## src/vdp_fmt_pkg.sv

```systemverilog
`default_nettype none

package vdp_fmt_pkg;

    localparam int vector_lanes = 16;
    localparam int data_width   = 16;
    localparam int frac_bits    = 8;
    localparam int mag_width    = data_width - 1;

    // sign-magnitude element, 7 integer and 8 fraction bits
    typedef struct packed {
        logic                 sign;
        logic [mag_width-1:0] mag;
    } fx_t;

    typedef fx_t [vector_lanes-1:0] vec_t;

    localparam fx_t         fx_one     = '{sign: 1'b0, mag: mag_width'(1 << frac_bits)};
    localparam int unsigned fx_max_mag = 32767;

    // exact product keeps 2*frac_bits fraction bits
    localparam int prod_width = 2 * data_width + 1;
    localparam int pair_width = prod_width + 1;
    localparam int acc_width  = prod_width + 2;

    // magnitude after dropping frac_bits, plus one carry bit for the rounding step
    localparam int trunc_width = acc_width - frac_bits;
    localparam int rnd_width   = trunc_width + 1;

    typedef logic signed [pair_width-1:0] pair_t;
    typedef logic signed [acc_width-1:0]  acc_t;

    // encoding 2'd3 falls back to truncation
    typedef enum logic [1:0] {
        rnd_zero      = 2'd0,
        rnd_near_away = 2'd1,
        rnd_near_even = 2'd2
    } rnd_mode_t;

endpackage

`default_nettype wire

```

## src/vdp_op_pkg.sv

```systemverilog
`default_nettype none

package vdp_op_pkg;

    typedef enum logic [2:0] {
        op_mat3 = 3'd0,
        op_dot4 = 3'd1,
        op_qmul = 3'd2,
        op_rot  = 3'd3
    } vdp_op_t;

    // lane result is s0*s1 + s2*s3 + s4*s5 + s6*s7
    typedef struct packed {
        vdp_fmt_pkg::fx_t s0;
        vdp_fmt_pkg::fx_t s1;
        vdp_fmt_pkg::fx_t s2;
        vdp_fmt_pkg::fx_t s3;
        vdp_fmt_pkg::fx_t s4;
        vdp_fmt_pkg::fx_t s5;
        vdp_fmt_pkg::fx_t s6;
        vdp_fmt_pkg::fx_t s7;
    } lane_ops_t;

    typedef lane_ops_t [vdp_fmt_pkg::vector_lanes-1:0] lane_ops_vec_t;

endpackage

`default_nettype wire

```

## src/pair_mac.sv

```systemverilog
`default_nettype none

module pair_mac (
    input  logic               clk,
    input  logic               rst_n,
    input  vdp_fmt_pkg::fx_t   x0,
    input  vdp_fmt_pkg::fx_t   y0,
    input  vdp_fmt_pkg::fx_t   x1,
    input  vdp_fmt_pkg::fx_t   y1,
    output vdp_fmt_pkg::pair_t pair_sum
);

    import vdp_fmt_pkg::*;

    logic signed [data_width-1:0] x0_s;
    logic signed [data_width-1:0] y0_s;
    logic signed [data_width-1:0] x1_s;
    logic signed [data_width-1:0] y1_s;
    logic signed [prod_width-1:0] prod0;
    logic signed [prod_width-1:0] prod1;

    // magnitude is 15 bits so the two's complement form fits in data_width
    function automatic logic signed [data_width-1:0] to_signed(input fx_t v);
        logic signed [data_width-1:0] m;
        m = $signed({1'b0, v.mag});
        to_signed = v.sign ? -m : m;
    endfunction

    assign x0_s = to_signed(x0);
    assign y0_s = to_signed(y0);
    assign x1_s = to_signed(x1);
    assign y1_s = to_signed(y1);

    assign prod0 = prod_width'(x0_s) * prod_width'(y0_s);
    assign prod1 = prod_width'(x1_s) * prod_width'(y1_s);

    always_ff @(posedge clk or negedge rst_n) begin
        if (!rst_n) begin
            pair_sum <= '0;
        end else begin
            pair_sum <= pair_t'(prod0) + pair_t'(prod1);
        end
    end

endmodule

`default_nettype wire

```

## src/dp4_combine.sv

```systemverilog
`default_nettype none

module dp4_combine (
    input  logic                   clk,
    input  logic                   rst_n,
    input  vdp_fmt_pkg::pair_t     pair_lo,
    input  vdp_fmt_pkg::pair_t     pair_hi,
    input  vdp_fmt_pkg::rnd_mode_t rnd,
    output vdp_fmt_pkg::fx_t       result,
    output logic                   sat
);

    import vdp_fmt_pkg::*;

    acc_t                   acc;
    logic [acc_width-1:0]   abs_acc;
    logic [trunc_width-1:0] trunc_mag;
    logic                   guard;
    logic                   sticky;
    logic                   round_up;
    logic [rnd_width-1:0]   rounded;
    logic                   ovf;
    fx_t                    res_d;

    // exact four-product sum, 16 fraction bits
    assign acc = acc_t'(pair_lo) + acc_t'(pair_hi);

    // magnitude first, so rounding is symmetric about zero
    assign abs_acc   = acc[acc_width-1] ? -acc : acc;
    assign trunc_mag = abs_acc[acc_width-1:frac_bits];
    assign guard     = abs_acc[frac_bits-1];
    assign sticky    = |abs_acc[frac_bits-2:0];

    always_comb begin
        case (rnd)
            rnd_near_away: round_up = guard;
            rnd_near_even: round_up = guard & (sticky | trunc_mag[0]);
            default:       round_up = 1'b0;
        endcase
    end

    assign rounded = {1'b0, trunc_mag} + rnd_width'(round_up);
    assign ovf     = rounded > rnd_width'(fx_max_mag);

    always_comb begin
        res_d.mag  = ovf ? mag_width'(fx_max_mag) : rounded[mag_width-1:0];
        // no negative zero
        res_d.sign = acc[acc_width-1] & (res_d.mag != '0);
    end

    always_ff @(posedge clk or negedge rst_n) begin
        if (!rst_n) begin
            result <= '0;
            sat    <= 1'b0;
        end else begin
            result <= res_d;
            sat    <= ovf;
        end
    end

endmodule

`default_nettype wire

```

## src/dp4_lane.sv

```systemverilog
`default_nettype none

module dp4_lane (
    input  logic                    clk,
    input  logic                    rst_n,
    input  vdp_op_pkg::lane_ops_t   ops,
    input  vdp_fmt_pkg::rnd_mode_t  rnd,
    output vdp_fmt_pkg::fx_t        result,
    output logic                    sat
);

    import vdp_fmt_pkg::*;

    pair_t pair_lo;
    pair_t pair_hi;

    // both halves of the dot product in parallel
    pair_mac u_pair_lo (
        .clk      (clk),
        .rst_n    (rst_n),
        .x0       (ops.s0),
        .y0       (ops.s1),
        .x1       (ops.s2),
        .y1       (ops.s3),
        .pair_sum (pair_lo)
    );

    pair_mac u_pair_hi (
        .clk      (clk),
        .rst_n    (rst_n),
        .x0       (ops.s4),
        .y0       (ops.s5),
        .x1       (ops.s6),
        .y1       (ops.s7),
        .pair_sum (pair_hi)
    );

    dp4_combine u_combine (
        .clk     (clk),
        .rst_n   (rst_n),
        .pair_lo (pair_lo),
        .pair_hi (pair_hi),
        .rnd     (rnd),
        .result  (result),
        .sat     (sat)
    );

endmodule

`default_nettype wire

```

## config.mk

```make
export PLATFORM = sky130hd
export DESIGN_NAME = dp4_lane
export DESIGN_NICKNAME = d
export VERILOG_FILES = /design/src/vdp_fmt_pkg.sv /design/src/vdp_op_pkg.sv /design/src/pair_mac.sv /design/src/dp4_combine.sv /design/src/dp4_lane.sv
export SDC_FILE = /design/constraint.sdc
export NUM_CORES = 2
export LEC_CHECK = 0
export BUFFER_PORTS_ARGS = -buffer_cell sky130_fd_sc_hd__buf_2
export CORE_MARGIN = 8
export CORE_UTILIZATION = 45
export CTS_CLUSTER_SIZE = 24
export DETAILED_ROUTE_END_ITERATION = 12
export SETUP_SLACK_MARGIN = 0.5
export SKIP_CTS_REPAIR_TIMING = 1
export SYNTH_ARGS = -nofsm -noshare
export SYNTH_HDL_FRONTEND = slang
export SYNTH_HIERARCHICAL = 1
export SYNTH_SLANG_ARGS = --single-unit
export TNS_END_PERCENT = 20
```

## constraint.sdc

```tcl
create_clock -name clk -period 6.17 [get_ports clk]
set_clock_uncertainty 0.15 [all_clocks]
set_input_delay 1.5425 -clock clk [delete_from_list [all_inputs] [get_ports clk]]
set_output_delay 1.5425 -clock clk [all_outputs]
set_load 0.05 [all_outputs]
```

# After elaboration in Yosys (flattened, before gate mapping)
# Cells that the tools add are included.
# op_classes
n_addsub	13
multipliers	4
n_lt_le_gt_ge	1
n_eq_ne	2
mux	11
bitwise	3
reduce_logical	2
# ops
op	count
16-bit by 16-bit multiplier with 32-bit output	4
16-bit 2-to-1 mux	8
15-bit negation with 16-bit output	8
32-bit by 32-bit adder with 33-bit output	2
35-bit 2-to-1 mux	1
35-bit negation	1
33-bit by 33-bit adder with 34-bit output	1
27-bit by 1-bit adder with 28-bit output	1
28-bit by 15-bit greater-than comparator with 1-bit output, second input constant	1
15-bit 2-to-1 mux	1
15-bit nonzero test	1
7-bit OR reduction	1
1-bit AND	2
2-bit by 1-bit equality test with 1-bit output, second input constant	1
2-bit equality test, second input constant	1
1-bit case mux with 2 select lines	1
1-bit bitwise OR	1
# word_totals
reg_bits	83
input_bits	132
output_inout_bits	17
wordCells	41

# Depth between registers and ports, before layout
# logic_depth
ltp_word	12
ltp_mapped	34
ltp_nobuf	31

# Modules after synthesis
# Netlist, hierarchy kept.
# modules_own_cells
mod	n_inst	cells_per_inst	area_each_um2	seq_area_each_um2
pair_mac at u_pair_lo	1	2406	22166.3	825.8
pair_mac at u_pair_hi	1	2337	21720.8	825.8
dp4_combine	1	708	5206.2	425.4

# Least setup slack after synthesis
# No wires, ideal clock.
# synth_timing
path_kind	input to register
from	input port ops[54] (netlist bit)
to	register u_pair_hi.pair_sum[30]
setup_ns	0.116
t_arrival_ns	9.661
required_ns	5.904
setup_slack_ns	-3.757
path_stages	26
path_cell_list	or4_1 nor4_1 nand3_1 o31a_1 clkbuf_1 nand2_1 inv_1 fa_1 fa_1 fa_1 inv_1 fa_1 inv_1 fa_1 fa_1 fa_1 inv_1 fa_1 inv_1 ha_1 a21o_1 a21oi_1 o21ai_0 a211oi_1 nor3_1 o311ai_0
# synth_via
elab_chain_cells	4
# synth_lines
item	line_no	text
from (decl)	dp4_lane.sv:6	input vdp_op_pkg::lane_ops_t ops,
15-bit negation with 16-bit output	pair_mac.sv:26	to_signed = v.sign ? -m : m;
16-bit 2-to-1 mux (*)	pair_mac.sv:26	
16-bit by 16-bit multiplier with 32-bit output (*)	pair_mac.sv:34	assign prod0 = prod_width'(x0_s) * prod_width'(y0_s);
32-bit by 32-bit adder with 33-bit output (*)	pair_mac.sv:41	pair_sum <= pair_t'(prod0) + pair_t'(prod1);
to (signal assigned)	pair_mac.sv:41	
to (decl)	pair_mac.sv:10	output vdp_fmt_pkg::pair_t pair_sum
# Every way passes the cells marked *; elsewhere a longest branch is shown, timed or not.

# Worst setup path after layout
# layout_timing
from	input port ops[21] (netlist bit)
to	register u_pair_hi.pair_sum[29]
# layout_via
elab_chain_cells	4
# layout_lines
item	line_no	text
15-bit negation with 16-bit output	pair_mac.sv:26	
16-bit 2-to-1 mux (*)	pair_mac.sv:26	
16-bit by 16-bit multiplier with 32-bit output (*)	pair_mac.sv:35	assign prod1 = prod_width'(x1_s) * prod_width'(y1_s);
32-bit by 32-bit adder with 33-bit output (*)	pair_mac.sv:41	
# Marks and branches as above.

==> out/summary.txt <==
status = complete, but fails checks
failing checks = setup timing
top area cells in the synthesized netlist = fa_1 48%, inv_1 9.9%, ha_1 8.8%
Synth Cell Area = 0.0491 mm²
Synth Flop Type = dfrtp_1
grt total ovfl = 0
vias in the first global route = 43400
routability cong. = 0.997
detailed-route wire length per cell = 18.8 µm
RSZ-0062 raised after global routing = true
fmax = 0.106 GHz
Final Hold Viols = 0
starting DRC count in detailed routing = 2628
antenna violations before repair = 9
total vias in the final route = 40800
# DRC = 0
CTS tree = yes
Core Region = 0.109 mm²
share of layout cells above drive strength 1 = 0.249
clk slew on worst S/H paths = 0.07 ns
Synth Instances = 5451
Fill cells = 9745
worst-margin pin slew = 1.04 ns
Tmin final = 9.43 ns
first-pass GRT wire length = 238000 µm
Synth Register Bits = 83
clock tree buffer depth = 2
syn nets = 7097
post-layout net count = 8159
Seq/Total Area, Yosys = 0.0423
Layout Area Growth over Synthesis = 26.1%
Worst Path Required = 6.24 ns
register area = 0.00208 mm²
IO buf count = 148
Worst Hold Class = input pin to async pin
post-synth top area share = 0.477
cell accounting for the most synthesized area = fa_1
WP data arrival = 9.50 ns
Syn Area/Cell = 9.01 µm²
FFs w/ async S/R, synth = 1.00
number of distinct library cells after synthesis = 110
Setup CP Type = input pin to flop
drt first pass iters = 5
final HPWL from detailed placement = 135000 µm
DR vias/cell = 5.14
number of I/O pins = 149
placed insts = 7854
max cap viols = 0
Non-Filler Instances = 7938
R2R Setup Slk = 0.18 ns
r2r endpoint = u_combine/result[14]
Crit Path Max Fanout = 5
htree depth = 3
Post-synth EDFFs = 0
CP Capture Type = flop
DRT Wirelength = 149000 µm
Starting Density = 0.452
largest net degree at the start of global routing = 47
die area = 0.120 mm²
Die Y-Extent = 346 µm
synth warn = 6
final setup vio count = 57
Tot GR Track Use = 0.251
multi-input logic area = 0.0435 mm²
die width = 346 µm
CP startpoint kind = input pin
worst skew pair latency = 0.37 ns
Final Cycle Share = 1.53
Clock Tree Root = clkbuf_16
Slew Limit Fails = 0
worst setup margin = -3.26 ns
row count = 121
antenna violation net count after detailed routing = 0
r2r startpoint = u_pair_hi/pair_sum[0]
Worst R2R Path Depth = 23
slew margin rel. = 0.304
# clock sinks = 83
cts bufs inserted = 9
-- metrics by stage --
| step | setup TNS [ns] | instance area, µm² | util | hold slack (ns) | worst slack (ns) |
|---|---|---|---|---|---|
| after floorplan | -139.06 | 49800 | - | 0.852 | -3.20 |
| after global routing | -159.90 | 61900 | 0.570 | 1.03 | -3.50 |
| after CTS | -151.03 | 59700 | 0.550 | 1.02 | -3.43 |
| after global placement | -170.69 | 59400 | 0.547 | 1.00 | -3.70 |
| after detailed placement | -173.10 | 59400 | 0.547 | 1.02 | -3.80 |
| final | -142.91 | 61900 | 0.570 | 1.01 | -3.26 |
-- state kept, by name (all words and copies together) (netlist names) --
| register | cells |
|---|---|
| u_combine/result | 16 |
| u_pair_lo/pair_sum | 33 |
| u_pair_hi/pair_sum | 33 |
| u_combine/sat | 1 |
-- cells in the final DEF (no fill, tap or decap), types with 43 or more instances in the layout --
master	instances
buf_4	972
buf_2	139
buf_12	45
fa_1	1120
nand2_1	689
nor2_1	435
nand3_1	49
dfrtp_1	83
ha_1	298
o21ai_0	60
xnor2_1	171
ha_4	43
and2_1	102
xor2_1	94
fa_2	49
inv_1	1255
a21oi_1	80
-- kinds of logic after synthesis --
family	Yosys count	share of synthesized area
simple gates	1561	0.143
fa+ha+maj	1514	0.565
buf+inv	1446	0.113
compound gates	520	0.0770
xor+xnor	314	0.0572
flops	83	0.0423
mux	13	0.00273
-- worst max path at each step --
stage,startpoint,to,slack (ns),cells past startpoint
3_3_place_gp,ops[21],u_pair_hi/pair_sum[32],-3.70,27
5_1_grt,ops[5],u_pair_hi/pair_sum[30],-3.50,28
2_1_floorplan,ops[5],u_pair_hi/pair_sum[30],-3.20,25
4_1_cts,ops[38],u_pair_hi/pair_sum[29],-3.43,27
6_report,ops[21],u_pair_hi/pair_sum[29],-3.26,24
3_5_place_dp,ops[38],u_pair_hi/pair_sum[29],-3.80,27
-- synth_stat cells, drive strengths merged (46+ instances only) --
cell	n
a21oi	109
ha	345
and2	105
nor3	46
xnor2	206
nand3	61
nand2	708
o21ai	103
dfrtp	83
nor2	445
inv	1299
xor2	107
clkbuf	104
fa	1169
-- routing by layer --
metal,GRT usage,part of all wire,wire length (µm),up-vias
met1,0.353,0.44,65700,20700
met3,0.0683,0.091,13600,166
met5,0,0.000054,8,-
li1,-,-,-,18700
met4,0.0543,0.021,3150,2
met2,0.390,0.45,66900,1264
-- critical path, stage by stage --
cell       delay [ns]
buf_6            0.09
or4_4            0.53
or3_4            0.44
or4_4            0.52
o21a_4           0.27
buf_4            0.16
nand2_4          0.08
fa_2             0.47
buf_4            0.17
fa_1             0.56
fa_1             0.46
fa_1             0.57
fa_1             0.45
fa_1             0.52
fa_1             0.43
fa_1             0.51
inv_1            0.09
ha_4             0.25
and4_1           0.25
a221oi_4         0.32
o31ai_4          0.17
o2111a_1         0.31
o211ai_1         0.18
o2111ai_1        0.15
-- layout make-up --
type,instances,area share
multi-input combinational,3923,0.702
inverter,1300,0.0794
clock buffer,10,0.00370
tap,1414,0.0286
clock inverter,6,0.000789
antenna,6,0.000243
timing repair buffer,1196,0.151
sequential,83,0.0336
Power is not shown: default switching activity piles up to over one toggle a cycle in this logic, so the estimate is an artifact.
